File: config.mk
export PLATFORM = sky130hd
export DESIGN_NAME = channel_fifo
export DESIGN_NICKNAME = d
export VERILOG_FILES = /design/src/rtl/pkt_stream_pkg.sv /design/src/rtl/stats_pkg.sv /design/src/rtl/channel_fifo.sv
export SDC_FILE = /design/constraint.sdc
export NUM_CORES = 1
export LEC_CHECK = 0
export BUFFER_PORTS_ARGS = -buffer_cell sky130_fd_sc_hd__buf_2
export CORE_MARGIN = 10
export CORE_UTILIZATION = 61
export CTS_BUF_LIST = sky130_fd_sc_hd__clkbuf_16
export CTS_CLUSTER_DIAMETER = 40
export DETAILED_ROUTE_END_ITERATION = 8
export HOLD_SLACK_MARGIN = 0.12
export PLACE_DENSITY_LB_ADDON = 0.05
export SYNTH_ARGS = -nofsm -noshare
export SYNTH_HDL_FRONTEND = slang
export SYNTH_SLANG_ARGS = --single-unit
export TNS_END_PERCENT = 1
File: constraint.sdc
create_clock -name clk -period 9.4 [get_ports clk]
set_input_delay 0.94 -clock clk [delete_from_list [all_inputs] [get_ports clk]]
set_output_delay 0.94 -clock clk [all_outputs]
set_load 0.03 [all_outputs]
File: src/rtl/pkt_stream_pkg.sv
package pkt_stream_pkg;

   // beat payload
   localparam int DATA_W = 64;

   // unused bytes in the last beat of a packet, 0 to 7
   localparam int EMPTY_W = 3;

   // channel fan-out defaults
   localparam int NUM_CH = 4;
   localparam int FIFO_DEPTH = 16;   // beats per channel

   // The channel of a packet is named by the low CH_SEL_W bits of its
   // first data beat. The same bits route it through dispatch and merge.
   localparam int CH_SEL_W = 2;

endpackage

File: src/rtl/stats_pkg.sv
package stats_pkg;

   // per-channel counters
   localparam int CNT_W = 32;

   // register bus
   localparam int AXI_ADDR_W = 8;
   localparam int AXI_DATA_W = 32;

   // Register map. Channel n owns an 8 byte window.
   //   n*8     packets drained from the channel FIFO
   //   n*8+4   beats drained from the channel FIFO
   localparam int REG_CH_STRIDE = 8;
   localparam int REG_PKT_OFS = 0;
   localparam int REG_BEAT_OFS = 4;

   // any write here clears every counter
   localparam logic [AXI_ADDR_W-1:0] REG_CLEAR = 8'h40;

   // response codes
   localparam logic [1:0] RESP_OKAY = 2'b00;
   localparam logic [1:0] RESP_SLVERR = 2'b10;

endpackage

File: src/rtl/channel_fifo.sv
`timescale 1ns/100ps

module channel_fifo #(
   parameter int DATA_W = pkt_stream_pkg::DATA_W,
   parameter int FIFO_DEPTH = pkt_stream_pkg::FIFO_DEPTH
) (
   input  logic                               clk,
   input  logic                               rst,
   input  logic                               clear_i,

   input  logic                               wr_valid_i,
   output logic                               wr_ready_o,
   input  logic [DATA_W-1:0]                  wr_data_i,
   input  logic                               wr_sop_i,
   input  logic                               wr_eop_i,
   input  logic [pkt_stream_pkg::EMPTY_W-1:0] wr_empty_i,

   output logic                               rd_valid_o,
   input  logic                               rd_ready_i,
   output logic [DATA_W-1:0]                  rd_data_o,
   output logic                               rd_sop_o,
   output logic                               rd_eop_o,
   output logic [pkt_stream_pkg::EMPTY_W-1:0] rd_empty_o,

   output logic [stats_pkg::CNT_W-1:0]        pkt_cnt_o,
   output logic [stats_pkg::CNT_W-1:0]        beat_cnt_o
);

   localparam int EW = pkt_stream_pkg::EMPTY_W;
   localparam int AW = (FIFO_DEPTH > 1) ? $clog2(FIFO_DEPTH) : 1;
   localparam int BEAT_W = DATA_W + EW + 2;
   localparam logic [AW:0] FILL_MAX = (AW + 1)'(FIFO_DEPTH);
   localparam logic [AW-1:0] PTR_LAST = AW'(FIFO_DEPTH - 1);

   logic [BEAT_W-1:0] mem [FIFO_DEPTH];
   logic [AW-1:0]     wr_ptr;
   logic [AW-1:0]     rd_ptr;
   logic [AW:0]       fill;   // beats held
   logic              wr_fire;
   logic              rd_fire;

   assign wr_ready_o = (fill != FILL_MAX);
   assign rd_valid_o = (fill != '0);
   assign wr_fire = wr_valid_i && wr_ready_o;
   assign rd_fire = rd_valid_o && rd_ready_i;

   // head of the buffer, a new beat shows up the cycle after its write
   assign {rd_sop_o, rd_eop_o, rd_empty_o, rd_data_o} = mem[rd_ptr];

   always_ff @(posedge clk) begin
      if (wr_fire) begin
         mem[wr_ptr] <= {wr_sop_i, wr_eop_i, wr_empty_i, wr_data_i};
      end
   end

   always_ff @(posedge clk) begin
      if (rst) begin
         wr_ptr <= '0;
         rd_ptr <= '0;
         fill <= '0;
      end else begin
         if (wr_fire) begin
            wr_ptr <= (wr_ptr == PTR_LAST) ? '0 : wr_ptr + 1'b1;
         end
         if (rd_fire) begin
            rd_ptr <= (rd_ptr == PTR_LAST) ? '0 : rd_ptr + 1'b1;
         end
         if (wr_fire && !rd_fire) begin
            fill <= fill + 1'b1;
         end else if (rd_fire && !wr_fire) begin
            fill <= fill - 1'b1;
         end
      end
   end

   // statistics on the drain side, saturating
   always_ff @(posedge clk) begin
      if (rst || clear_i) begin
         pkt_cnt_o <= '0;
         beat_cnt_o <= '0;
      end else if (rd_fire) begin
         if (beat_cnt_o != '1) begin
            beat_cnt_o <= beat_cnt_o + 1'b1;
         end
         if (rd_eop_o && (pkt_cnt_o != '1)) begin
            pkt_cnt_o <= pkt_cnt_o + 1'b1;   // one per packet
         end
      end
   end

endmodule

After elaboration in Yosys (flattened, before gate mapping)
Memory sizes are Yosys's and may differ from the RTL's. A register that Yosys moved wholly into a read port is not among the register bits.
Cells that the tools add are included.
Widths: inputs -> output; s select.
{"block": "classes", "eq_ne": 5, "muxes": 8, "reduce_logical": 12, "addsub": 6}
{"cell": "$add 32x1->32 const B", "n": 2}
{"cell": "$ne 32x32->1 const B", "n": 2}
{"cell": "$mux 4", "n": 4}
{"cell": "$mux 5", "n": 2}
{"cell": "$add 4x1->4 const B", "n": 2}
{"cell": "$eq 4x4->1 const B", "n": 2}
{"cell": "$add 5x1->5 const B", "n": 1}
{"cell": "$logic_and 1x1->1", "n": 5}
{"cell": "$ne 5x5->1 const B", "n": 1}
{"cell": "$reduce_bool 5->1", "n": 1}
{"cell": "$sub 5x1->5 const B", "n": 1}
{"cell": "$reduce_and 2->1", "n": 2}
{"cell": "$logic_not 1->1", "n": 2}
{"cell": "$mux 1", "n": 2}
{"cell": "$reduce_bool 2->1", "n": 1}
{"cell": "$logic_or 1x1->1", "n": 1}
{"block": "totals", "register_bits": 77, "mem_count": 1, "ramBits": 1104, "word_cells": 37}
{"name": "mem", "words": 16, "width": 69, "rd": 1, "rd_clocked_by_memory_dff": 1, "wr": 1, "line": "channel_fifo.sv:35", "source": "logic [BEAT_W-1:0] mem [FIFO_DEPTH];"}

Logic depth before layout (Yosys ltp)
{"block": "depth", "ltp_word": 6, "ltp_mapped": 11, "depth_no_buf": 11}

Worst setup path after synthesis
Ideal clock, no wire load.
{"block": "synth_timing", "path_kind": "input-to-reg", "from": "in wr_valid_i", "to": "mem mem[3][0] (netlist bit), enable pin", "t_arrival_ps": 6325, "required_time_ps": 8820, "stages": 3, "path_slack_ps": 2494, "n_path_buf": 0, "path_cell_list": "a21boi_1 nand2_1 nor3_1"}
{"block": "synth_between", "elab_chain_len": 3}
{"item": "start, declared", "line": "channel_fifo.sv:11", "source": "input logic wr_valid_i,"}
{"item": "$logic_and 1x1->1", "line": "channel_fifo.sv:44", "source": "assign wr_fire = wr_valid_i && wr_ready_o;"}
{"item": "$mux 1", "line": "channel_fifo.sv:51", "source": "if (wr_fire) begin"}
{"item": "$mux 1 (not written as such)", "line": "channel_fifo.sv:52", "source": "mem[wr_ptr] <= {wr_sop_i, wr_eop_i, wr_empty_i, wr_data_i};"}
{"item": "end, declared", "line": "channel_fifo.sv:35"}
Every way passes these cells.

==> flow_summary.toml <==
[worst_setup_path]
critPathKind = "reg -> out"
critPathLaunchType = "register"
cp.required_ns = 8.46
critPathArrivalTime_ns = 4.15
end_kind = "output pin"
cp_max_fo = 60

[route]
drcViolationCount = 0
drt-initial-drc-count = 2244
wl_per_cell_um = 29.7
routed-via-count = 22400
routed_wl_um = 102000
drt-pass1-iter-count = 5
avgViaCountPerCell = 6.52
ant_nets = 0

[final_layout]
layout.nets = 2433
fill_cells = 4449
area_growth_pct = 15.4
layout_commonest_cell = "edfxtp_1"
final_cell_mix = "edfxtp_1 (1104), mux4_2 (342), buf_2 (208)"
drive_gt1_share_pct = 34.3

[synthesis]
syn_inst = 2060
synth_fa_ha_area_share_pct = 0.346
synth-seq-area-share_pct = 76.2
synthMuxAreaShare_pct = 17.2
synth-seq-cells = 1185
synth_xor_area_share_pct = 0.307
avgSynthCellArea_sq_um = 22.1
synth_area_sq_um = 45600
yosysWarnings = 0
synth-main-ff-cell = "edfxtp_1"
yosys.area_share.simple_pct = 2.67
async_flop_share_pct = 0
synth-edff-count = 1104
synth_top_family_by_area = "multiplexers"
synth.distinct_cells = 56
synth_compound_area_share_pct = 2.13
synth_fp_nets = 2146

[placement]
gp_congestion = 0.826
place_hpwl_um = 50900
io_buffers = 208

[floorplan]
die_x_um = 293
die-area_sq_um = 86100
start_util_pct = 61.4
io-pin-count = 209
die_y_um = 293
coreArea_sq_um = 74300
std_cell_rows = 100

[clock_network]
h-tree-depth = 4
cts_tree = "done"
post_cts_resized = 0
cts.sinks = 1185
clk_pin_slew_ns = 0.05
numCtsBuffers = 142
clock_path_buffers = 3
clk_latency_ns = 0.72
cts-root-buf = "clkbuf_16"
hold_buffers = 0
cts_setup_buffers = 0

[sta]
hold_viol = 0
period_needed_ns = 5.09
max_freq_mhz = 196
tns_ns = 0
max-slew-margin-rel_pct = 20.4
slew_viol_final = 0
worstMarginPinSlew_ns = 1.19
finalSetupViolCount = 0
skew_ns = 0.0256
rsz0062_at_grt = "false"
post-route-period-util_pct = 54.2

[run_status]
status = "finished clean"

[global_route]
overflow = 0
grt_usage_pct = 24.0
grt_pass1_vias = 23100
grt_pass1_wl_um = 152000
grt_antenna_before_repair = 12
grt_max_degree = 137

[run]
drv_cap = 0

[power_and_ir_drop]
total_power_w = 0.0134
ir_drop_uv = 199
power.leakage_nw = 16.6
p_per_area_nw_per_um2 = 254

[worst_hold_path]
hold_path_class = "reg -> reg"
## layer usage
metal	GRT usage, %	share of wire, %	vias to the layer above
li1	-	-	9463
met1	32.9	40	11900
met2	38.4	50	862
met3	5.77	7.7	172
met4	7.23	2.3	10
met5	0	0.063	-
## power breakdown
group / internal (W) / switching (W) / leakage, nW
clock: 0.00327 / 0.00209 / 2.37
sequential: 0.00590 / 0.0000924 / 10.6
combinational: 0.000917 / 0.00111 / 3.57
total: 0.0101 / 0.00330 / 16.6
## sequential cells by signal, indices dropped and copies added, names as in the netlist, named ones only
register,count
mem,1104
beat_cnt_o,32
rd_ptr,4
wr_ptr,4
fill,5
pkt_cnt_o,32
## area by class of cell
cell class | count | area (sq um) | area share [%]
Timing Repair Buffer | 250 | 1390 | 2.65
Antenna cell | 6 | 15.0 | 0.0285
Clock inverter | 108 | 986 | 1.87
Tap cell | 969 | 1210 | 2.30
Multi-Input combinational cell | 756 | 10400 | 19.9
Sequential cell | 1185 | 34800 | 66.1
Inverter | 12 | 45.0 | 0.0856
Clock buffer | 149 | 3730 | 7.09
## worst max-delay path, stage by stage (launching register included)
cell	delay (ns)
dfxtp_4	0.74
buf_4	0.65
buf_4	0.79
mux4_2	0.44
mux4_2	0.53
buf_2	0.21
## cell usage after synthesis (all sizes together) (13+ instances only)
cell type	n	area, sq um
nand3	23	115
or3	21	133
edfxtp	1104	33200
mux4	342	7700
mux2i	14	140
nand2	41	154
nand4	16	106
buf	24	118
a21oi	58	290
o31ai	30	225
or4	34	259
dfxtp	81	1620
o21ai	17	85.1
nor3	13	70.1
clkbuf	82	328
nor2	45	169
## final timing paths
path,from,endpoint,depth (start not counted),slack (ns)
setup / recovery,register,rd_data_o[15],5,4.31
hold / removal,pkt_cnt_o[14],pkt_cnt_o[14],2,0.49
setup reg to reg,register,pkt_cnt_o[23],7,5.33
hold reg to reg,pkt_cnt_o[14],pkt_cnt_o[14],2,0.49
## cell families after synthesis
family | count (synthesis)
multiplexers | 356
flip-flops | 1185
XOR/XNOR | 16
buffers and inverters | 119
AO/OA/AOI/OAI | 149
adder cells (fa/ha/maj) | 12
AND/OR/NAND/NOR | 223
## per-stage QoR
stage | hold slack, ns | utilization, % | setup slack, ns | std cells | cell area (sq um)
floorplan | 0.472 | - | 2.49 | 2060 | 45600
global placement | 0.482 | 64.4 | 5.00 | 3172 | 47900
detailed placement | 0.488 | 64.4 | 4.99 | 3172 | 47900
CTS | 0.495 | 70.8 | 4.22 | 3429 | 52600
global route | 0.518 | 70.8 | 4.14 | 3431 | 52600
finish | 0.493 | 70.8 | 4.31 | 3435 | 52600
No activity file was read; power rests on OpenSTA's default activity.
