--- config.mk ---
export PLATFORM = sky130hd
export DESIGN_NAME = pkt_dispatch
export DESIGN_NICKNAME = d
export VERILOG_FILES = /design/src/rtl/pkt_stream_pkg.sv /design/src/rtl/pkt_dispatch.sv
export SDC_FILE = /design/constraint.sdc
export NUM_CORES = 1
export LEC_CHECK = 0
export ABC_AREA = 1
export BUFFER_PORTS_ARGS = -buffer_cell sky130_fd_sc_hd__clkbuf_2
export CAP_MARGIN = 20
export CORE_MARGIN = 10
export CORE_UTILIZATION = 27
export DETAILED_ROUTE_END_ITERATION = 10
export GPL_TIMING_DRIVEN = 0
export PLACE_DENSITY = 0.86
export RECOVER_POWER = 25
export SLEW_MARGIN = 20
export SYNTH_ARGS = -nofsm -noshare
export SYNTH_HDL_FRONTEND = slang
export SYNTH_SLANG_ARGS = --single-unit
export TNS_END_PERCENT = 30
--- constraint.sdc ---
create_clock -name clk -period 2.55 [get_ports clk]
set_clock_uncertainty 0.1 [all_clocks]
set_input_delay 0.3825 -clock clk [delete_from_list [all_inputs] [get_ports clk]]
set_output_delay 0.3825 -clock clk [all_outputs]
set_load 0.01 [all_outputs]
--- src/rtl/pkt_stream_pkg.sv ---
package pkt_stream_pkg;

   // beat payload
   localparam int DATA_W = 64;

   // unused bytes in the last beat of a packet, 0 to 7
   localparam int EMPTY_W = 3;

   // channel fan-out defaults
   localparam int NUM_CH = 4;
   localparam int FIFO_DEPTH = 16;   // beats per channel

   // The channel of a packet is named by the low CH_SEL_W bits of its
   // first data beat. The same bits route it through dispatch and merge.
   localparam int CH_SEL_W = 2;

endpackage

--- src/rtl/pkt_dispatch.sv ---
`timescale 1ns/100ps

module pkt_dispatch #(
   parameter int NUM_CH = pkt_stream_pkg::NUM_CH,
   parameter int DATA_W = pkt_stream_pkg::DATA_W
) (
   input  logic                               clk,
   input  logic                               rst,

   input  logic                               in_valid_i,
   output logic                               in_ready_o,
   input  logic [DATA_W-1:0]                  in_data_i,
   input  logic                               in_sop_i,
   input  logic                               in_eop_i,
   input  logic [pkt_stream_pkg::EMPTY_W-1:0] in_empty_i,

   output logic [NUM_CH-1:0]                  ch_valid_o,
   input  logic [NUM_CH-1:0]                  ch_ready_i,
   output logic [DATA_W-1:0]                  ch_data_o,
   output logic                               ch_sop_o,
   output logic                               ch_eop_o,
   output logic [pkt_stream_pkg::EMPTY_W-1:0] ch_empty_o
);

   localparam int SEL_W = pkt_stream_pkg::CH_SEL_W;

   logic [SEL_W-1:0] cur_ch;   // channel of the packet in flight
   logic [SEL_W-1:0] sel_ch;
   logic             in_fire;

   // a sop beat names its own channel, later beats reuse the stored one
   assign sel_ch = in_sop_i ? in_data_i[SEL_W-1:0] : cur_ch;

   assign in_ready_o = ch_ready_i[sel_ch];   // no extra latency
   assign in_fire = in_valid_i && in_ready_o;

   always_comb begin
      for (int i = 0; i < NUM_CH; i++) begin
         ch_valid_o[i] = in_valid_i && (sel_ch == SEL_W'(i));
      end
   end

   // payload is shared, only valid is steered
   assign ch_data_o = in_data_i;
   assign ch_sop_o = in_sop_i;
   assign ch_eop_o = in_eop_i;
   assign ch_empty_o = in_empty_i;

   always_ff @(posedge clk) begin
      if (rst) begin
         cur_ch <= '0;
      end else if (in_fire && in_sop_i) begin
         cur_ch <= sel_ch;   // held through eop
      end
   end

endmodule

# Word-level counts from Yosys, hierarchy flattened
# Cells that the tools add are included.
# totals
regBits	2
input_bits	76
output_inout_bits	74
elab_cells	15
# classes
n_lt_le_gt_ge	1
n_eq_ne	3
reduce_logical	7
n_mux	3
# op_table
operator	count
$logic_and 1x1->1	6
$eq 2x2->1 const B	2
$lt 2x3->1 const B	1
$bmux 1 s2	1
$eq 2x1->1 const B	1
$logic_not 2->1	1
$mux 2	1
$mux 1	1

# Logic depth before layout (Yosys ltp)
# Gate-level depths: netlist (run 1).
# logic_depth
word_depth	5
depth_mapped	9
mapped_depth_nobuf	9

# Worst setup path after synthesis (run 1)
# OpenSTA, ideal clock, no wires.
# synth_timing
path_kind	input to output
start	input port in_data_i[0]
end	output port ch_valid_o[2]
n_path_buf	0
setup_slack_ps	1105
arrival_time_ps	963
cell_stages	5
t_required_ps	2068
cell_sequence	inv_1 nand2_1 nand2_1 inv_1 nor3_1
# synth_between
elab_chain_len	3
# synth_rtl
element	line_no	text
start: declaration	pkt_dispatch.sv:12	input logic [DATA_W-1:0] in_data_i,
$mux 2	pkt_dispatch.sv:32	assign sel_ch = in_sop_i ? in_data_i[SEL_W-1:0] : cur_ch;
$eq 2x2->1	pkt_dispatch.sv:39	ch_valid_o[i] = in_valid_i && (sel_ch == SEL_W'(i));
$logic_and 1x1->1	pkt_dispatch.sv:39	
end: declaration	pkt_dispatch.sv:17	output logic [NUM_CH-1:0] ch_valid_o,
# No other way between the ends.

# Final worst setup path (run 1)
# layout_timing
start	input port in_sop_i
end	output port ch_valid_o[2]
# layout_between
elab_chain_len	3
# layout_rtl
element	line_no	text
start: declaration	pkt_dispatch.sv:13	input logic in_sop_i,
$mux 2	pkt_dispatch.sv:32	
$eq 2x2->1	pkt_dispatch.sv:39	
$logic_and 1x1->1	pkt_dispatch.sv:39	
# No other way between the ends.

==> results of run 1 <==
-- through the flow --
stage	utilization [%]	power [mW]	cell area, um2	instances
2_1_floorplan	-	0.176	732	109
3_3_place_gp	47.0	0.252	1180	222
3_5_place_dp	47.0	0.256	1180	222
4_1_cts	47.9	0.329	1210	225
5_1_grt	46.9	0.349	1180	225
6_report	46.9	0.315	1180	225
-- cells by family (layout without fill, tap and decap cells) --
logic type / Yosys count / count (layout)
compound gates: 3 / 3
buf+inv: 78 / 164
flops: 2 / 2
simple gates: 26 / 26
-- routing by layer --
layer	global-route usage, %	wire length [um]	part of all wire [%]	vias up
li1	-	-	-	437
met1	7.69	809	25	359
met2	20.6	1690	52	87
met3	10.5	750	23	2
met4	5.16	21	0.64	0
met5	0	0	0	-
-- tightest hold or removal path: stages --
cell and delay (ns):
clkbuf_2 0.08, inv_1 0.04, nand2_1 0.05, nor2_1 0.03
-- power by group --
group / total [mW] / internal [mW] / switching [mW]
logic: 0.212 / 0.117 / 0.0949
clock network: 0.0684 / 0.0518 / 0.0167
registers: 0.0345 / 0.0336 / 0.000880
total: 0.315 / 0.202 / 0.112
-- cell usage after synthesis --
library cell  number  share of area, %
nor3_1             4               2.7
nand4_1            1              0.86
inv_2              2               1.0
nor2_1             1              0.51
dfxtp_1            2               5.5
nand3_2            1               1.4
nand2_2            2               1.7
buf_4             69                71
a21oi_1            2               1.4
nand3_1            4               2.7
inv_1              7               3.6
nand2_1           13               6.7
o21ai_2            1               1.2
-- final cells by class --
cell class                      count  area (um2)
Buffer                             69         518
Clock buffer                        3        22.5
Fill cell                         274        1340
Inverter                            9        33.8
Multi-Input combinational cell     29         140
Sequential cell                     2        40.0
Tap cell                           30        37.5
Timing Repair Buffer               83         392
-- worst max-delay path by stage --
stage,start,endpoint,slack (ns),depth (start not counted)
floorplan,in_data_i[0],ch_valid_o[2],1.10,5
global placement,in_sop_i,ch_valid_o[2],0.85,6
detailed placement,in_sop_i,ch_valid_o[2],0.82,6
CTS,in_sop_i,ch_valid_o[2],0.82,6
global route,in_sop_i,ch_valid_o[2],0.70,6
finish,in_sop_i,ch_valid_o[2],0.82,6
==> impl_results.md, run 1 <==
- Clock Tree Buf Depth: 2
- CP Max Fanout: 8
- Final Max Slew Viols: 0
- Largest net degree at the start of global routing: 9
- XOR/XNOR share of the synthesized area: 0%
- Dpl hpwl: 3180 um
- Rows: 18
- Status: completed
- Synthesized cell area: 732 um2
- Cell chain of the critical path: clkbuf_2 > nand2_1 > nand2_1 > inv_1 > nor3_1 > clkbuf_2
- Number of DRC markers in iteration 0: 22
- Setup crit end kind: output port
- Adder-cell area share of the yosys netlist: 0%
- Largest registers: cur_ch: 2 flops
- Ys Warns: 0
- RSZ-0062 raised after global routing: false
- Initial antenna violation count: 0
- Total CTS buffers: 3
- Initial Util: 29.0%
- WL final: 3270 um
- Final setup TNS: 0 ns
- Hold Path Stages: 4
- Post-route ant nets: 0
- Share of layout cells above drive strength 1: 72.8%
- Mux cell area share after synthesis: 0%
- DR DRC count: 0
- CP Class: in -> out
- Least-Margin Pin Slew: 0.223 ns
- Layout area overhead: 61.7%
- Initial DRT Pass Iterations: 4
- WP data arrival: 1.25 ns
- Die height: 72.1 um
- Die width: 72.1 um
- CP top delay family: simple AND/OR/NAND/NOR gates
- P_leak: 0.754 nW
- Hold Path Class: in -> reg
- Max-cap violations: 0
- R2R depth: 7
- Largest Register: cur_ch
- Clock period minus worst slack: 1.73 ns
- Worst-skew pair later-pin latency: 0.22 ns
- Synth Area in Compound Gates: 2.56%
- Synth Area in Simple Gates: 16.6%
- Post-Syn Nets: 185
- Hold slack: 0.307 ns
- Max incr delay on CP: 0.18 ns
- Cell Pwr Density: 266 nW/um2
- Count of cell types in the netlist: 13
- FF-to-FF setup slack: 1.38 ns
- #FFs+latches synth: 2
- Final hold vios: 0
- Syn Area/Cell: 6.72 um2
- Clock sink total: 2
- Peak VDD IR: 0.143 mV
- CTS tree: done
- Worst-path clk slew: 0.03 ns
- Wire per inst: 14.5 um
- Max reg flops: 2
- Final weighted congestion in routability-driven placement: 0.764
- N_diodes: 0
- Slowest CP cell: clkbuf_2
- Seq/Total Area, Yosys: 5.47%
- Pre-CTS WS: 0.823 ns
- Port-buffer cells: 83
- Postcts setup bufs: 0
- Largest family of logic cells by synthesized area: buffers and inverters
- Clk root buf: clkbuf_4
- Final Setup Violations: 0
- Bufs and invs on worst path: 3
- Cts repair resizes: 0
- Commonest cells after routing, fill and taps aside: buf_4 (69), clkbuf_2 (64), clkbuf_1 (19)
- Total number of vias: 885
- Startpoint types: input pin
- Vias in the first global route: 1028
- First-pass GRT wire length: 4850 um
- Worst hold path endpoint: cur_ch[0]$_SDFFE_PP0P_
- Worst Path Required: 2.07 ns
- Global Route Usage Sum: 11.4%
- Post-route setup slack: 0.819 ns
- Core Region: 2520 um2
- HP Start: rst
- Die ar.: 5190 um2
- Final worst path period share: 67.9%
- Fmax: 578 MHz
- Final nets: 273
- H-tree Lvls: 1
- Cells after synthesis: 109
- Commonest non-fill, non-tap cell in the layout: buf_4
- Slew headroom: 85.2%
- # IOs: 150
- Total congestion overflow: 0
- Hold buffer count at cts: 0
- Worst R2R End: cur_ch[0]$_SDFFE_PP0P_
- Drt via density: 3.93
- RR Startpoint: cur_ch[1]$_SDFFE_PP0P_
Power figures use the tool's default switching activity.
==> run 2, diff against run 1 <==
CORE_UTILIZATION = 22   (was 27)
PLACE_DENSITY = 0.75   (was 0.86)
clock period = 1.45 ns   (was 2.55 ns; I/O delays follow)
==> impl_results.md, run 2 (synthesis gave the netlist of run 1 again) <==
- Status: completed
- Largest net degree at the start of global routing: 9
- Total CTS buffers: 3
- Commonest non-fill, non-tap cell in the layout: buf_4
- N_diodes: 0
- Rows: 20
- Cell Pwr Density: 461 nW/um2
- Max reg flops: 2
- Max-cap violations: 0
- Clock period minus worst slack: 1.44 ns
- # IOs: 150
- Pre-CTS WS: 0.0211 ns
- Hold slack: 0.138 ns
- Setup crit end kind: output port
- Number of DRC markers in iteration 0: 13
- Int Pwr: 0.380 mW
- Core Region: 3130 um2
- Dpl hpwl: 3050 um
- Switching portion of total power: 36.4%
- Die ar.: 6030 um2
- CP Class: reg -> out
- Final weighted congestion in routability-driven placement: 0.721
- P_leak: 0.790 nW
- Largest Register: cur_ch
- Worst-path clk slew: 0.03 ns
- RSZ-0062 raised after global routing: true
- Post-route ant nets: 0
- Slew headroom: 86.5%
- Clock Tree Buf Depth: 2
- Clock share of power: 20.0%
- Port-buffer cells: 83
- Initial Util: 23.4%
- Clk root buf: clkbuf_4
- WL final: 3350 um
- Reg area: 42.5 um2
- Vias in the first global route: 1053
- Sequential group share of total power: 10.4%
- Layout area overhead: 77.1%
- Global Route Usage Sum: 9.73%
- Startpoint types: register
- Switching power: 0.217 mW
- Logic pwr share: 69.6%
- Final Max Slew Viols: 0
- Fmax: 696 MHz
- Final Setup Violations: 0
- Largest registers: cur_ch: 2 flops
- Total number of vias: 891
- Clock sink total: 2
- Peak VDD IR: 0.158 mV
- WP data arrival: 1.12 ns
- Drt via density: 3.67
- Total congestion overflow: 0
- Fillers: 335
- Die height: 77.7 um
- Share of layout cells above drive strength 1: 80.9%
- Hold Path Class: in -> reg
- CTS tree: done
- Final nets: 277
- Hold buffer count at cts: 0
- First-pass GRT wire length: 4900 um
- Initial antenna violation count: 0
- Worst-skew pair later-pin latency: 0.22 ns
- Final worst path period share: 99.1%
- CP Max Fanout: 4
- DR DRC count: 0
- Worst Path Required: 1.13 ns
- Post-route setup slack: 0.0136 ns
- Commonest cells after routing, fill and taps aside: buf_4 (73), clkbuf_2 (63), clkbuf_1 (18)
- Wire per inst: 13.8 um
- Area occupied by multi-input gates: 195 um2
- Final hold vios: 0
- H-tree Lvls: 1
- Initial DRT Pass Iterations: 4
- Least-Margin Pin Slew: 0.202 ns
- Die width: 77.7 um
-- run 2: cell types whose count changed in the layout (fill, tap and decap cells not counted), moves of 3 or more --
| cell | change |
|---|---|
| buf_4 | +4 |
| inv_1 | -3 |
| inv_2 | +3 |
| nand2_1 | -3 |
| nor3_1 | -4 |
| nor3_2 | +4 |
-- run 2: repair_timing --
action	4_1_cts	5_1_grt
gates resized for setup	9	11
buffers inserted	1	3
endpoints found under the setup margin	5	5
pin swaps	1	7
-- run 2: final timing paths --
check | cells after the start | start | slack, ns | end
setup reg to reg | 8 | cur_ch[1]$_SDFFE_PP0P_ | 0.20 | cur_ch[0]$_SDFFE_PP0P_
setup / recovery | 5 | cur_ch[1]$_SDFFE_PP0P_ | 0.01 | ch_valid_o[2]
hold reg to reg | 2 | cur_ch[0]$_SDFFE_PP0P_ | 0.39 | cur_ch[0]$_SDFFE_PP0P_
hold / removal | 4 | rst | 0.14 | cur_ch[0]$_SDFFE_PP0P_
-- run 2: routing by layer --
layer | wire length (um) | track usage [%] | up-vias
met4 | 0 | 2.74 | 0
met3 | 586 | 7.60 | 0
li1 | - | - | 446
met5 | 0 | 0 | -
met1 | 1020 | 8.10 | 365
met2 | 1740 | 17.5 | 80
-- run 2: worst max-delay path, cell delays in order, from the launching register on --
cell	delay [ns]
dfxtp_2	0.31
inv_2	0.04
o21ai_4	0.15
inv_2	0.09
nor3_2	0.15
buf_2	0.16
-- run 2: layout make-up --
class                      instances  share of cell area, %
buffer                            69                   40.0
clock buffer                       3                   1.74
inverter                           9                   2.61
multi-input combinational         29                   15.1
sequential                         2                   3.28
tap                               44                   4.25
timing repair buffer              87                   33.1
-- run 2: power by group through the flow --
stage	Clock, mW	Combinational, mW	Sequential (mW)
after global placement	0	0.385	0.0618
after detailed placement	0	0.388	0.0616
after global routing	0.134	0.453	0.0624
final	0.120	0.415	0.0622
after CTS	0.127	0.402	0.0616
after floorplan	0	0.248	0.0611
-- run 2: per-stage QoR --
step                util [%]  area, um2  TNS [ns]  instances  total power [mW]
floorplan                  -        732         0        109             0.309
global placement        38.4       1200         0        236             0.447
detailed placement      38.4       1200         0        236             0.450
CTS                     40.3       1260   -0.0261        240             0.590
global route            41.4       1300    -0.109        243             0.650
finish                  41.4       1300         0        243             0.597
==> run 3, diff against run 2 <==
REMOVE_ABC_BUFFERS = 1   (was not set)
==> impl_results.md, run 3 (synthesis gave the netlist of run 1 again) <==
- CP Max Fanout: 4
- DR DRC count: 0
- Clk root buf: clkbuf_4
- Worst R2R End: cur_ch[0]$_SDFFE_PP0P_
- Clock sink total: 2
- Worst-skew pair later-pin latency: 0.23 ns
- Fmax: 689 MHz
- Largest registers: cur_ch: 2 flops
- Worst-path clk slew: 0.03 ns
- Final Max Slew Viols: 0
- Post-route setup slack: -0.00179 ns
- Port-buffer cells: 17
- Wire per inst: 59.0 um
- Share of layout cells above drive strength 1: 62.9%
- Post-route ant nets: 0
- Largest net degree at the start of global routing: 9
- Die width: 77.7 um
- Final nets: 140
- Worst hold path endpoint: cur_ch[0]$_SDFFE_PP0P_
- Total CTS buffers: 3
- H-tree Lvls: 1
- Clock Tree Buf Depth: 2
- Least-Margin Pin Slew: 0.199 ns
- WL final: 6260 um
- Startpoint types: register
- Core Region: 3130 um2
- Clock period minus worst slack: 1.45 ns
- RR Startpoint: cur_ch[1]$_SDFFE_PP0P_
- Die height: 77.7 um
- Final Setup Violations: 1
- Total congestion overflow: 0
- Total number of vias: 465
- Initial Util: 23.4%
- Fillers: 364
- Largest Register: cur_ch
- WP data arrival: 1.13 ns
- Hold Path Class: in -> reg
- Non-Filler Instances: 106
- Final setup TNS: -0.00179 ns
- Hold slack: 0.141 ns
- CP Class: reg -> out
- Final worst path period share: 100%
- Rows: 20
- Layout area overhead: -37.9%
- Max reg flops: 2
- Commonest non-fill, non-tap cell in the layout: clkbuf_2
- Hold Path Stages: 4
- Global Route Usage Sum: 19.3%
- Drt via density: 4.39
- Worst Path Required: 1.13 ns
- HP Start: rst
- Initial antenna violation count: 0
- Final weighted congestion in routability-driven placement: 0.990
- Slew headroom: 86.8%
- Dpl hpwl: 6010 um
- Failing checks: setup timing
- R2R depth: 7
- Setup crit end kind: output port
- Cell Pwr Density: 699 nW/um2
- P_leak: 0.234 nW
- Die ar.: 6030 um2
- RSZ-0062 raised after global routing: true
- FF-to-FF setup slack: 0.28 ns
- Number of DRC markers in iteration 0: 22
- N_diodes: 0
- Peak VDD IR: 0.100 mV
- Commonest cells after routing, fill and taps aside: clkbuf_2 (12), nand2_1 (10), inv_1 (5)
- Initial DRT Pass Iterations: 4
- Final hold vios: 0
- Status: complete, but fails checks
- Vias in the first global route: 451
- # IOs: 150
- DP Cell Count: 101
- First-pass GRT wire length: 7170 um
- Max-cap violations: 0
- CTS tree: done
==> run 3: cell count changes in the layout (fill, tap and decap cells not counted), moves of 3 or more <==
cell,delta
buf_2,+3
buf_4,-71
clkbuf_1,-18
clkbuf_2,-51
==> run 3: layer usage <==
layer	vias up	GRT usage [%]	wire length (um)
li1	170	-	-
met1	166	6.40	792
met2	125	30.4	2860
met3	4	38.0	2530
met4	0	5.47	84
met5	-	2.50	0
==> run 3: worst max path at each step <==
stage | from | endpoint | slack, ns
2_1_floorplan | cur_ch[0]$_SDFFE_PP0P_ | ch_valid_o[2] | 0.26
3_3_place_gp | in_sop_i | ch_valid_o[2] | 0.06
3_5_place_dp | in_sop_i | ch_valid_o[2] | 0.03
4_1_cts | cur_ch[1]$_SDFFE_PP0P_ | ch_valid_o[3] | -0.03
5_1_grt | cur_ch[1]$_SDFFE_PP0P_ | in_ready_o | -0.07
6_report | cur_ch[1]$_SDFFE_PP0P_ | in_ready_o | -0.002
==> run 3: stage by stage <==
step | area (um2) | power [mW] | util [%] | setup slack [ns]
global route | 454 | 0.343 | 14.5 | -0.0682
CTS | 402 | 0.302 | 12.8 | -0.0269
detailed placement | 354 | 0.156 | 11.3 | 0.0336
finish | 454 | 0.317 | 14.5 | -0.00179
floorplan | 214 | 0.113 | - | 0.257
global placement | 354 | 0.154 | 11.3 | 0.0598
==> run 3: worst max-delay path, stage by stage, from the launching register on <==
cell	delay [ns]
dfxtp_2	0.31
inv_2	0.04
o21ai_4	0.19
inv_2	0.09
nand2_2	0.08
nand2_4	0.07
buf_8	0.12
==> run 3: area by class of cell <==
cell class	instances	area (um2)	area share, %
clock buffer	3	22.5	4.96
sequential	2	42.5	9.37
timing repair buffer	19	110	24.2
inverter	9	33.8	7.44
tap	44	55.1	12.1
multi-input combinational	29	190	41.9
==> run 3: report_power, final <==
| part | internal (mW) | switching (mW) | total, mW |
|---|---|---|---|
| Combinational | 0.0557 | 0.0738 | 0.130 |
| Clock | 0.0916 | 0.0342 | 0.126 |
| Sequential | 0.0599 | 0.00237 | 0.0622 |
==> run 3: what timing repair did <==
item	CTS	global route
gates cloned	0	0
hold buffers	0	0
pin swaps	0	6
endpoints found under the setup margin	5	5
gates resized for setup	5	16
buffers inserted	0	2
endpoints found under the hold margin	0	0
