[config.mk]
export PLATFORM = sky130hd
export DESIGN_NAME = stats_regs
export DESIGN_NICKNAME = d
export VERILOG_FILES = /design/src/rtl/pkt_stream_pkg.sv /design/src/rtl/stats_pkg.sv /design/src/rtl/stats_regs.sv
export SDC_FILE = /design/constraint.sdc
export NUM_CORES = 1
export LEC_CHECK = 0
export BUFFER_PORTS_ARGS = -buffer_cell sky130_fd_sc_hd__buf_2
export CORE_AREA = 2 2 136 138
export CTS_CLUSTER_SIZE = 20
export DETAILED_ROUTE_END_ITERATION = 7
export DIE_AREA = 0 0 138 140
export RECOVER_POWER = 50
export SLEW_MARGIN = 20
export SYNTH_ARGS = -nofsm -noshare
export SYNTH_HDL_FRONTEND = slang
export SYNTH_SLANG_ARGS = --single-unit
[constraint.sdc]
create_clock -name clk -period 2.4 [get_ports clk]
set_input_delay 0.12 -clock clk [delete_from_list [all_inputs] [get_ports clk]]
set_output_delay 0.12 -clock clk [all_outputs]
set_load 0.03 [all_outputs]
[src/rtl/pkt_stream_pkg.sv]
package pkt_stream_pkg;

   // beat payload
   localparam int DATA_W = 64;

   // unused bytes in the last beat of a packet, 0 to 7
   localparam int EMPTY_W = 3;

   // channel fan-out defaults
   localparam int NUM_CH = 4;
   localparam int FIFO_DEPTH = 16;   // beats per channel

   // The channel of a packet is named by the low CH_SEL_W bits of its
   // first data beat. The same bits route it through dispatch and merge.
   localparam int CH_SEL_W = 2;

endpackage

[src/rtl/stats_pkg.sv]
package stats_pkg;

   // per-channel counters
   localparam int CNT_W = 32;

   // register bus
   localparam int AXI_ADDR_W = 8;
   localparam int AXI_DATA_W = 32;

   // Register map. Channel n owns an 8 byte window.
   //   n*8     packets drained from the channel FIFO
   //   n*8+4   beats drained from the channel FIFO
   localparam int REG_CH_STRIDE = 8;
   localparam int REG_PKT_OFS = 0;
   localparam int REG_BEAT_OFS = 4;

   // any write here clears every counter
   localparam logic [AXI_ADDR_W-1:0] REG_CLEAR = 8'h40;

   // response codes
   localparam logic [1:0] RESP_OKAY = 2'b00;
   localparam logic [1:0] RESP_SLVERR = 2'b10;

endpackage

[src/rtl/stats_regs.sv]
`timescale 1ns/100ps

module stats_regs #(
   parameter int NUM_CH = pkt_stream_pkg::NUM_CH
) (
   input  logic                                 clk,
   input  logic                                 rst,

   input  logic [NUM_CH*stats_pkg::CNT_W-1:0]   pkt_cnt_i,
   input  logic [NUM_CH*stats_pkg::CNT_W-1:0]   beat_cnt_i,
   output logic                                 clear_o,

   input  logic [stats_pkg::AXI_ADDR_W-1:0]     s_axi_awaddr_i,
   input  logic                                 s_axi_awvalid_i,
   output logic                                 s_axi_awready_o,
   input  logic [stats_pkg::AXI_DATA_W-1:0]     s_axi_wdata_i,
   input  logic                                 s_axi_wvalid_i,
   output logic                                 s_axi_wready_o,
   output logic [1:0]                           s_axi_bresp_o,
   output logic                                 s_axi_bvalid_o,
   input  logic                                 s_axi_bready_i,

   input  logic [stats_pkg::AXI_ADDR_W-1:0]     s_axi_araddr_i,
   input  logic                                 s_axi_arvalid_i,
   output logic                                 s_axi_arready_o,
   output logic [stats_pkg::AXI_DATA_W-1:0]     s_axi_rdata_o,
   output logic [1:0]                           s_axi_rresp_o,
   output logic                                 s_axi_rvalid_o,
   input  logic                                 s_axi_rready_i
);

   localparam int AW = stats_pkg::AXI_ADDR_W;
   localparam int DW = stats_pkg::AXI_DATA_W;
   localparam int CW = stats_pkg::CNT_W;
   localparam int STRIDE = stats_pkg::REG_CH_STRIDE;

   logic          wr_fire;
   logic          wr_clear;
   logic          rd_fire;
   logic          rd_hit;
   logic [DW-1:0] rd_word;

   // write side, address and data are taken in the same cycle
   assign s_axi_awready_o = s_axi_awvalid_i && s_axi_wvalid_i && !s_axi_bvalid_o;
   assign s_axi_wready_o = s_axi_awready_o;
   assign wr_fire = s_axi_awready_o;
   assign wr_clear = (s_axi_awaddr_i == stats_pkg::REG_CLEAR);

   // the data word carries no meaning, only the address
   always_ff @(posedge clk) begin
      if (rst) begin
         s_axi_bvalid_o <= 1'b0;
         clear_o <= 1'b0;
      end else begin
         clear_o <= wr_fire && wr_clear;   // one cycle pulse
         if (wr_fire) begin
            s_axi_bvalid_o <= 1'b1;
         end else if (s_axi_bready_i) begin
            s_axi_bvalid_o <= 1'b0;
         end
      end
   end

   always_ff @(posedge clk) begin
      if (wr_fire) begin
         s_axi_bresp_o <= wr_clear ? stats_pkg::RESP_OKAY : stats_pkg::RESP_SLVERR;
      end
   end

   // read side, one outstanding response at a time
   assign s_axi_arready_o = !s_axi_rvalid_o;
   assign rd_fire = s_axi_arvalid_i && s_axi_arready_o;

   always_comb begin
      rd_hit = 1'b0;
      rd_word = '0;
      for (int n = 0; n < NUM_CH; n++) begin
         if (s_axi_araddr_i == AW'(n*STRIDE + stats_pkg::REG_PKT_OFS)) begin
            rd_hit = 1'b1;
            rd_word = DW'(pkt_cnt_i[n*CW +: CW]);
         end
         if (s_axi_araddr_i == AW'(n*STRIDE + stats_pkg::REG_BEAT_OFS)) begin
            rd_hit = 1'b1;
            rd_word = DW'(beat_cnt_i[n*CW +: CW]);
         end
      end
   end

   always_ff @(posedge clk) begin
      if (rst) begin
         s_axi_rvalid_o <= 1'b0;
      end else if (rd_fire) begin
         s_axi_rvalid_o <= 1'b1;
      end else if (s_axi_rready_i) begin
         s_axi_rvalid_o <= 1'b0;
      end
   end

   always_ff @(posedge clk) begin
      if (rd_fire) begin
         s_axi_rdata_o <= rd_word;   // zero on a miss
         s_axi_rresp_o <= rd_hit ? stats_pkg::RESP_OKAY : stats_pkg::RESP_SLVERR;
      end
   end

endmodule

After elaboration in Yosys (flattened, before gate mapping). Cells that the tools add are included.

Register bits after elaboration: 39. Input port bits: 311. Output and inout port bits: 42. Logic and storage cells: 45.

Equality and inequality tests: 8. Mux-type cells: 22. Reductions and logical operators: 9.

Operator list (count): 32-bit two-way mux (8); 8-bit by 5-bit equality test with 1-bit output, second input constant (4); 8-bit by 4-bit equality test with 1-bit output, second input constant (2); 1-bit two-way mux (12); 8-bit by 3-bit equality test with 1-bit output, second input constant (1); 8-bit by 7-bit equality test with 1-bit output, second input constant (1); 8-bit zero test (1); 1-bit logical AND (4); 2-bit two-way mux (2); 2-bit nonzero test (2); 1-bit zero test (2).

Longest topological paths before layout. Gate-level depths: netlist of run 1.

Word-level depth: 10. Mapped depth: 7. Depth with buffers taken out: 5.

Worst setup path after synthesis of run 1. Ideal clock, no wire load.

Path kind: reg2reg. From: reg s_axi_rvalid_o. To: reg s_axi_rdata_o[0] (netlist name) (enable). Setup time: 427 ps. Arrival: 1957 ps. Required time: 1973 ps. Path slack: 16 ps. Cell stages (with the launch flop): 2. Buffers on the path: 0. Clock period less this slack: 2384 ps. Path through: dfxtp_1 -> nor2b_1.

Word-level cells in the longest chain between the ends: 2.

RTL lines: from (decl) (RTL line stats_regs.sv:28) `output logic s_axi_rvalid_o,`; from (signal assigned) (RTL line stats_regs.sv:91) `s_axi_rvalid_o <= 1'b0;`; from (signal assigned) (RTL line stats_regs.sv:93) `s_axi_rvalid_o <= 1'b1;`; from (signal assigned) (RTL line stats_regs.sv:95) `s_axi_rvalid_o <= 1'b0;`; 1-bit zero test (RTL line stats_regs.sv:71) `assign s_axi_arready_o = !s_axi_rvalid_o;`; 1-bit logical AND (RTL line stats_regs.sv:72) `assign rd_fire = s_axi_arvalid_i && s_axi_arready_o;`; via rd_fire (RTL line stats_regs.sv:39) `logic rd_fire;`; to (signal assigned) (RTL line stats_regs.sv:101) `s_axi_rdata_o <= rd_word;`; to (decl) (RTL line stats_regs.sv:26) `output logic [stats_pkg::AXI_DATA_W-1:0] s_axi_rdata_o,`.

The timed path passes the listed nets, and every way through them passes these cells. A chain may end at the register's enable or synchronous reset.

Worst setup path after layout of run 1.
From: reg s_axi_rvalid_o. To: reg s_axi_rdata_o[5] (netlist name) (enable).

Same word-level chain as after synthesis.

==> results of run 1 <==
synth_stat cells, types with 2 or more instances:
cell type | count | area share
and2_1 | 6 | 0.010
dfxtp_1 | 3 | 0.016
mux2_2 | 42 | 0.13
nand2_1 | 59 | 0.060
buf_4 | 11 | 0.022
edfxtp_1 | 34 | 0.28
nand3_1 | 2 | 0.0027
a22o_1 | 5 | 0.012
buf_6 | 4 | 0.012
o211ai_1 | 2 | 0.0040
o221ai_1 | 2 | 0.0047
inv_1 | 4 | 0.0040
a21oi_1 | 7 | 0.0094
nor2b_1 | 6 | 0.010
clkbuf_1 | 15 | 0.015
o21ai_0 | 32 | 0.043
a32oi_1 | 21 | 0.050
mux4_2 | 5 | 0.030
a211oi_1 | 3 | 0.0061
o22ai_1 | 24 | 0.040
nor3_1 | 2 | 0.0027
mux2i_1 | 35 | 0.094
nor2_1 | 8 | 0.0081
o21ai_1 | 13 | 0.018
buf_2 | 12 | 0.016
o2bb2ai_1 | 24 | 0.057
power breakdown:
group | switching [mW] | internal, mW
Clock | 0.302 | 0.600
Sequential | 0.0112 | 0.739
Combinational | 0.351 | 0.327
Total | 0.664 | 1.67
state kept, by name (all words and copies together) (netlist names):
register,cells
s_axi_rvalid_o,1
clear_o,1
s_axi_bvalid_o,1
s_axi_rdata_o,32
s_axi_bresp_o,1
s_axi_rresp_o,1
routing by layer:
metal,part of all wire,wire length [um]
met3,0.073,1210
met5,0,0
met2,0.49,8080
met1,0.42,7010
met4,0.019,318
how the worst max path moves through the flow:
stage,slack (ns),to,start,cells past startpoint
finish,0.60,s_axi_rdata_o[5],s_axi_rvalid_o,2
global route,0.55,s_axi_rdata_o[12],s_axi_rvalid_o,2
CTS,0.90,s_axi_rdata_o[11],s_axi_araddr_i[3],6
detailed placement,0.58,s_axi_rdata_o[11],s_axi_araddr_i[3],6
global placement,0.59,s_axi_rdata_o[24],s_axi_araddr_i[3],6
floorplan,0.02,s_axi_rdata_o[0],s_axi_rvalid_o,1
through the flow:
step                      instance area, um^2  utilization  power (mW)  setup WS (ns)
after floorplan                          3720            -        1.11         0.0165
after global placement                   5550        0.312        1.45          0.591
after detailed placement                 5550        0.312        1.45          0.580
after CTS                                5740        0.323        2.37          0.897
after global routing                     5680        0.319        2.44          0.549
final                                    5680        0.319        2.33          0.601
cell type report:
class                   count  area (um^2)
fillers                  1936        12100
flip-flops and latches     37         1080
multi-input cells         318         2370
clock buffers               5          125
clock inverters             3         68.8
inverters                   4         15.0
repair buffers            336         1730
well taps                 229          287
logic make-up after synthesis:
kind of cell / synth area share
compound gates: 0.250
buf+inv: 0.0698
mux: 0.255
other cells: 0.00101
flops: 0.291
simple gates: 0.132
==> impl_metrics.env, run 1 <==
export IMPL_status="finished clean"
export IMPL_final_common_cell="buf_2"
export IMPL_grt_max_degree=67
export IMPL_whs_path_depth=2
export IMPL_slew_limit_headroom=0.274
export IMPL_slowest_stage="nor2b_2"
export IMPL_hp_start="s_axi_rready_i"
export IMPL_root_buffer="clkbuf_16"
export IMPL_dpl_hpwl_um=13300
export IMPL_cts_htree_levels=2
export IMPL_crit_required_ns=2.39
export IMPL_rsz0062_at_grt="no"
export IMPL_grt_ovfl_total=0
export IMPL_grt_use_met2=0.284
export IMPL_area_growth_syn_to_layout_pct=53.0
export IMPL_period_share=0.750
export IMPL_path_class="reg2reg"
export IMPL_yosysWarnings=0
export IMPL_drt_iter0_drc=204
export IMPL_clk_pin_slew_ns=0.06
export IMPL_synth_edf_count=34
export IMPL_start_util=0.209
export IMPL_vias=4458
export IMPL_p_leak_nw=2.46
export IMPL_max_freq_mhz=556
export IMPL_hp_class="in2reg"
export IMPL_rows=49
export IMPL_place_congestion=0.831
export IMPL_r2r_start="s_axi_rvalid_o"
export IMPL_tightest_slew_ns=1.08
export IMPL_reg2reg_depth=2
export IMPL_final_layout_size_suffix_gt1_frac=0.512
export IMPL_r2r_end="s_axi_rdata_o[5]"
export IMPL_min_period_ns=1.80
export IMPL_path_max_fanout=19
export IMPL_hold_ws_ns=0.0256
export IMPL_cts_sinks=37
export IMPL_grt_pass1_vias=4576
export IMPL_setup_violations=0
export IMPL_slew_violations=0
export IMPL_drc=0
export IMPL_fin_skew_ns=0.0104
export IMPL_grtUsageMet3=0.0335
export IMPL_min_to="s_axi_rvalid_o"
export IMPL_die_w_um=138
export IMPL_finalSetupTns_ns=0
export IMPL_p_per_area_nw_per_um2=410
export IMPL_cts_tree="built"
export IMPL_synthCells=400
export IMPL_synthArstFlopShare=0
export IMPL_routed_wl_um=16600
export IMPL_cp_start_kind="flip-flop"
export IMPL_grt_pass1_wl_um=24900
export IMPL_hold_viol=0
export IMPL_drv_cap=0
export IMPL_synth_cell_types=45
export IMPL_syn_area_per_cell_um2=9.28
export IMPL_vias_per_cell=4.78
export IMPL_cp_end_kind="flip-flop"
export IMPL_layout_common_cells="buf_2, nand2_1, mux2_2, clkbuf_1, mux2i_1"
export IMPL_arrival_ns=1.79
export IMPL_synthFlopType="edfxtp_1"
export IMPL_critPathBufInv=1
export IMPL_clockBufferDepth=2
export IMPL_cts_hold_buf=0
export IMPL_antenna_cells=0
export IMPL_peakVddDrop_mv=0.305
export IMPL_crit_chain="nor2b_2 > buf_12"
export IMPL_port_buffers=318
export IMPL_numCtsBuffers=5
export IMPL_ys_seq_area_frac=0.291
export IMPL_firstDrtPassIters=4
export IMPL_final_cell_count_no_fill=932
export IMPL_use_met1=0.207
export IMPL_cts_setup_buffers=0
export IMPL_yosys_register_bits=37
export IMPL_pin_count=353
export IMPL_netlist_area_um2=3710
export IMPL_placed_cells=924
export IMPL_worst_skew_pair_late_latency_ns=0.29
export IMPL_fp_coreArea_um2=17800
export IMPL_post_drt_wl_per_cell_um=17.8
export IMPL_antenna_found_initial=0
export IMPL_die_area_um2=19300
export IMPL_grt_total_usage=0.165
export IMPL_post_cts_resized=0
export IMPL_top_usage_layer="met2"
export IMPL_die_height_um=140
export IMPL_ant_nets=0
export IMPL_rrSetupSlack_ns=0.60
export IMPL_critical_path_max_stage_delay_ns=0.86
export IMPL_crit_family="simple AND/OR/NAND/NOR gates"
export IMPL_nets=1013
Power figures use the tool's default switching activity.
==> inputs of run 2 (changes only) <==
==> constraint.sdc (replaced) <==
create_clock -name clk -period 1.7 [get_ports clk]
set_input_delay 0.085 -clock clk [delete_from_list [all_inputs] [get_ports clk]]
set_output_delay 0.085 -clock clk [all_outputs]
set_load 0.03 [all_outputs]
==> run 2 against run 1 <==
Effect of this change: first-iteration DRC count is 9.8% lower; hold slack better by 0.020 ns; routed wire length up 6.1%; sequential power is 41% higher; via count is 2.2% higher; die area unchanged; clock skew shrank 0.0023 ns; largest cell class unchanged.
==> impl_metrics.env, run 2 (synthesized netlist as in run 1, its figures left out) <==
export IMPL_arrival_ns=1.53
export IMPL_cts_htree_levels=2
export IMPL_cts_tree="built"
export IMPL_p_leak_nw=2.59
export IMPL_fin_skew_ns=0.00811
export IMPL_slew_violations=0
export IMPL_p_clk_frac=0.382
export IMPL_post_drt_wl_per_cell_um=18.5
export IMPL_cp_start_kind="primary input"
export IMPL_path_class="in2reg"
export IMPL_rows=49
export IMPL_worst_skew_pair_late_latency_ns=0.29
export IMPL_p_comb_frac=0.302
export IMPL_fp_coreArea_um2=17800
export IMPL_worst_slack_ns=0.284
export IMPL_slew_limit_headroom=0.622
export IMPL_vias=4558
export IMPL_whs_path_depth=3
export IMPL_status="finished clean"
export IMPL_drc=0
export IMPL_crit_required_ns=1.82
export IMPL_numCtsBuffers=5
export IMPL_drv_cap=0
export IMPL_die_height_um=140
export IMPL_grt_pass1_wl_um=26100
export IMPL_switchingPower_mw=0.964
export IMPL_final_layout_size_suffix_gt1_frac=0.523
export IMPL_peakVddDrop_mv=0.450
export IMPL_cp_end_kind="flip-flop"
export IMPL_largest_reg_flops=32
export IMPL_pre_cts_ws_ns=-0.0128
export IMPL_start_util=0.209
export IMPL_nets=1035
export IMPL_fin_area_um2=5920
export IMPL_routed_top_layer="met4"
export IMPL_grt_total_usage=0.174
export IMPL_grt_max_degree=34
export IMPL_hold_viol=0
export IMPL_path_max_fanout=21
export IMPL_p_total_mw=3.36
export IMPL_dpl_hpwl_um=13900
export IMPL_routed_wl_met3_um=1560
export IMPL_rsz0062_at_grt="no"
export IMPL_die_w_um=138
export IMPL_ant_nets=0
export IMPL_hold_ws_ns=0.0457
export IMPL_drt_iter0_drc=184
export IMPL_vias_per_cell=4.77
export IMPL_antenna_found_initial=2
export IMPL_root_buffer="clkbuf_16"
export IMPL_regMostFlops="s_axi_rdata_o"
export IMPL_hp_class="in2reg"
export IMPL_setup_violations=0
export IMPL_pin_count=353
export IMPL_cts_sinks=37
export IMPL_place_congestion=0.863
export IMPL_min_period_ns=1.42
export IMPL_grt_pass1_vias=4752
export IMPL_wl_met1_um=7200
export IMPL_tightest_slew_ns=0.568
export IMPL_port_buffers=318
export IMPL_layout_common_cells="buf_2, nand2_1, mux2_2, clkbuf_1, mux2i_1"
export IMPL_final_common_cell="buf_2"
export IMPL_reg2reg_depth=2
export IMPL_area_growth_syn_to_layout_pct=59.6
export IMPL_firstDrtPassIters=7
export IMPL_wl_met2_um=8480
export IMPL_clockBufferDepth=2
export IMPL_p_per_area_nw_per_um2=567
export IMPL_routed_wl_um=17600
export IMPL_seq_power_share=0.316
export IMPL_die_area_um2=19300
export IMPL_max_freq_mhz=706
export IMPL_period_share=0.833
export IMPL_grt_ovfl_total=0
export IMPL_dpl_cell_area_um2=5760
export IMPL_clk_pin_slew_ns=0.07
export IMPL_internal_power_mw=2.39
export IMPL_switching_share=0.287
export IMPL_cts_setup_buffers=0
## run 2: cell types whose count changed in the layout (fill, tap and decap cells not counted)
cell | previous run | this run
nor2b_2 | 1 | 0
dlygate4sd3_1 | 0 | 3
clkbuf_4 | 0 | 1
buf_4 | 15 | 28
diode_2 | 0 | 1
nor2b_4 | 0 | 1
buf_12 | 4 | 9
## run 2: power groups by stage
stage | combinational, mW | clock (mW) | sequential, mW
after floorplan | 0.390 | 0 | 1.18
after global placement | 1.02 | 0 | 1.08
after detailed placement | 1.03 | 0 | 1.08
after CTS | 1.04 | 1.34 | 1.06
after global routing | 1.09 | 1.34 | 1.07
final | 1.01 | 1.28 | 1.06
## run 2: final cells by class
type,instances,area [um^2]
clock inverter,3,68.8
sequential,37,1080
fill,1967,11900
clock buffer,5,125
inverter,4,15.0
multi-input combinational,318,2380
timing repair buffer,358,1970
antenna,1,2.50
tap,229,287
## run 2: layer usage
layer  up-vias  global-route usage
li1       2208                   -
met1      2043               0.214
met2       278               0.301
met3        29              0.0407
met4         0              0.0569
met5         -                   0
## run 2: worst paths after layout
path                                        start                 to  slack, ns
worst max-delay path            s_axi_araddr_i[1]  s_axi_rdata_o[24]       0.28
worst min-delay path               s_axi_bready_i     s_axi_bvalid_o       0.05
worst max register to register     s_axi_rvalid_o  s_axi_rdata_o[27]       0.32
worst min register to register     s_axi_bvalid_o     s_axi_bvalid_o       0.50
## run 2: stage by stage
| step | utilization | instances | setup TNS [ns] |
|---|---|---|---|
| 2_1_floorplan | - | 401 | 0 |
| 3_3_place_gp | 0.324 | 943 | 0 |
| 3_5_place_dp | 0.324 | 943 | -0.0128 |
| 4_1_cts | 0.337 | 954 | 0 |
| 5_1_grt | 0.333 | 955 | 0 |
| 6_report | 0.333 | 955 | 0 |
## run 2: critical path, cell delays in order
cell	delay (ns)
buf_2	0.12
nor2_2	0.17
nor4b_1	0.39
and2_1	0.24
buf_12	0.18
o21ai_0	0.11
a32oi_1	0.23
## run 2: what timing repair did
item	CTS	global route
endpoints found under the setup margin	0	0
hold endpoints to repair	3	0
hold buffers	3	0
resized for setup	0	0
==> inputs of run 3 (changes only) <==
==> constraint.sdc (replaced) <==
create_clock -name clk -period 1.3 [get_ports clk]
set_input_delay 0.065 -clock clk [delete_from_list [all_inputs] [get_ports clk]]
set_output_delay 0.065 -clock clk [all_outputs]
set_load 0.03 [all_outputs]
==> run 3 against run 2 <==
Effect of this change: setup slack worse by 0.27 ns; cell count up 1.4%; critical endpoint is now s_axi_rdata_o[18]; die area unchanged; combinational power up 36%; largest cell class unchanged.
==> impl_metrics.env, run 3 (synthesized netlist as in run 1, its figures left out) <==
export IMPL_drc=0
export IMPL_regMostFlops="s_axi_rdata_o"
export IMPL_clockBufferDepth=2
export IMPL_rows=49
export IMPL_status="finished clean"
export IMPL_dpl_hpwl_um=14100
export IMPL_final_common_cell="buf_2"
export IMPL_hold_viol=0
export IMPL_place_congestion=0.814
export IMPL_grt_pass1_wl_um=25900
export IMPL_hp_start="s_axi_bready_i"
export IMPL_r2r_start="s_axi_rvalid_o"
export IMPL_r2r_end="s_axi_rdata_o[16]"
export IMPL_period_share=0.989
export IMPL_start_util=0.209
export IMPL_max_freq_mhz=778
export IMPL_clk_pin_slew_ns=0.06
export IMPL_grt_pass1_vias=4666
export IMPL_vias=4564
export IMPL_firstDrtPassIters=4
export IMPL_area_growth_syn_to_layout_pct=64.3
export IMPL_crit_required_ns=1.42
export IMPL_drv_cap=0
export IMPL_whs_path_depth=3
export IMPL_peakVddDrop_mv=0.406
export IMPL_port_buffers=318
export IMPL_die_area_um2=19300
export IMPL_p_total_mw=4.19
export IMPL_numCtsBuffers=5
export IMPL_die_height_um=140
export IMPL_rsz0062_at_grt="yes"
export IMPL_drt_iter0_drc=157
export IMPL_final_layout_size_suffix_gt1_frac=0.548
export IMPL_nets=1047
export IMPL_arrival_ns=1.40
export IMPL_cts_htree_levels=2
export IMPL_root_buffer="clkbuf_16"
export IMPL_min_period_ns=1.29
export IMPL_fin_skew_ns=0.00524
export IMPL_antenna_found_initial=2
export IMPL_die_w_um=138
export IMPL_cts_tree="built"
export IMPL_placed_cells=952
export IMPL_p_per_area_nw_per_um2=687
export IMPL_grt_ovfl_total=0
export IMPL_ant_nets=0
export IMPL_final_cell_count_no_fill=968
export IMPL_fp_coreArea_um2=17800
export IMPL_hp_class="in2reg"
export IMPL_worst_skew_pair_late_latency_ns=0.29
export IMPL_grt_max_degree=34
export IMPL_path_max_fanout=8
export IMPL_setup_violations=0
export IMPL_min_to="s_axi_bvalid_o"
export IMPL_post_drt_wl_per_cell_um=18.0
export IMPL_cp_end_kind="flip-flop"
export IMPL_largest_reg_flops=32
export IMPL_layout_common_cells="buf_2, nand2_1, mux2_2, buf_4, clkbuf_1"
export IMPL_cts_sinks=37
export IMPL_routed_wl_um=17500
export IMPL_path_class="in2reg"
export IMPL_slew_violations=0
export IMPL_pin_count=353
export IMPL_p_leak_nw=2.66
export IMPL_grt_total_usage=0.172
export IMPL_rrSetupSlack_ns=0.12
export IMPL_vias_per_cell=4.71
export IMPL_cp_start_kind="primary input"
export IMPL_reg2reg_depth=2
[run 3: cell types whose count changed in the layout (fill, tap and decap cells not counted), moves of 2 or more]
cell and delta:
buf_4 +14, o2bb2ai_1 -8, o2bb2ai_2 +7, buf_2 -4, buf_6 +3, buf_12 -2
[run 3: power breakdown]
group / internal (mW) / switching [mW] / total (mW) / leakage (nW)
logic: 0.681 / 0.686 / 1.37 / 2.22
registers: 1.37 / 0.0237 / 1.39 / 0.357
clock network: 0.908 / 0.530 / 1.44 / 0.0800
total: 2.95 / 1.24 / 4.19 / 2.66
[run 3: layout make-up]
| class | count | area [um^2] |
|---|---|---|
| Antenna cell | 2 | 5.00 |
| Clock buffer | 5 | 125 |
| Clock inverter | 3 | 46.3 |
| Fill cell | 1912 | 11700 |
| Inverter | 4 | 16.3 |
| Multi-Input combinational cell | 318 | 2470 |
| Sequential cell | 37 | 1080 |
| Tap cell | 229 | 287 |
| Timing Repair Buffer | 370 | 2070 |
[run 3: how the worst max path moves through the flow]
| stage | from | endpoint | slack (ns) | cells after the start |
|---|---|---|---|---|
| 2_1_floorplan | s_axi_araddr_i[4] | s_axi_rdata_o[0] | -0.08 | 5 |
| 3_3_place_gp | s_axi_araddr_i[1] | s_axi_rdata_o[15] | -0.28 | 6 |
| 3_5_place_dp | s_axi_araddr_i[1] | s_axi_rdata_o[18] | -0.36 | 7 |
| 4_1_cts | s_axi_bvalid_o | s_axi_wready_o | -0.003 | 3 |
| 5_1_grt | s_axi_araddr_i[1] | s_axi_rdata_o[18] | -0.05 | 7 |
| 6_report | s_axi_araddr_i[1] | s_axi_rdata_o[18] | 0.01 | 7 |
[run 3: critical path, stage by stage]
cell and delay (ns):
buf_8 0.10, or3b_4 0.42, nor2_4 0.20, clkbuf_16 0.21
o2bb2ai_2 0.10, nand2_1 0.06, a32oi_1 0.23
[run 3: what timing repair did]
item	in CTS	in global routing
setup endpoints to repair	5	24
hold buffers	3	0
gates resized for setup	3	23
hold endpoints to repair	3	0
buffers inserted	0	3
cloned	0	1
pin swaps	0	15
[run 3: metal layers]
layer	up-vias	track usage	share of wire
met5	-	0	0
met4	0	0.0607	0.027
met3	27	0.0349	0.074
met2	263	0.298	0.48
met1	2049	0.214	0.42
li1	2225	-	-
[run 3: metrics by stage]
stage                     hold slack (ns)   util  setup WS, ns  area [um^2]   TNS, ns
after global placement              0.247  0.327        -0.285         5810     -7.20
after CTS                          0.0220  0.339      -0.00330         6030  -0.00592
final                              0.0319  0.343        0.0141         6100         0
after detailed placement            0.251  0.327        -0.365         5810     -8.00
after global routing               0.0611  0.343       -0.0481         6100    -0.130
after floorplan                     0.134      -       -0.0771         3740     -1.92
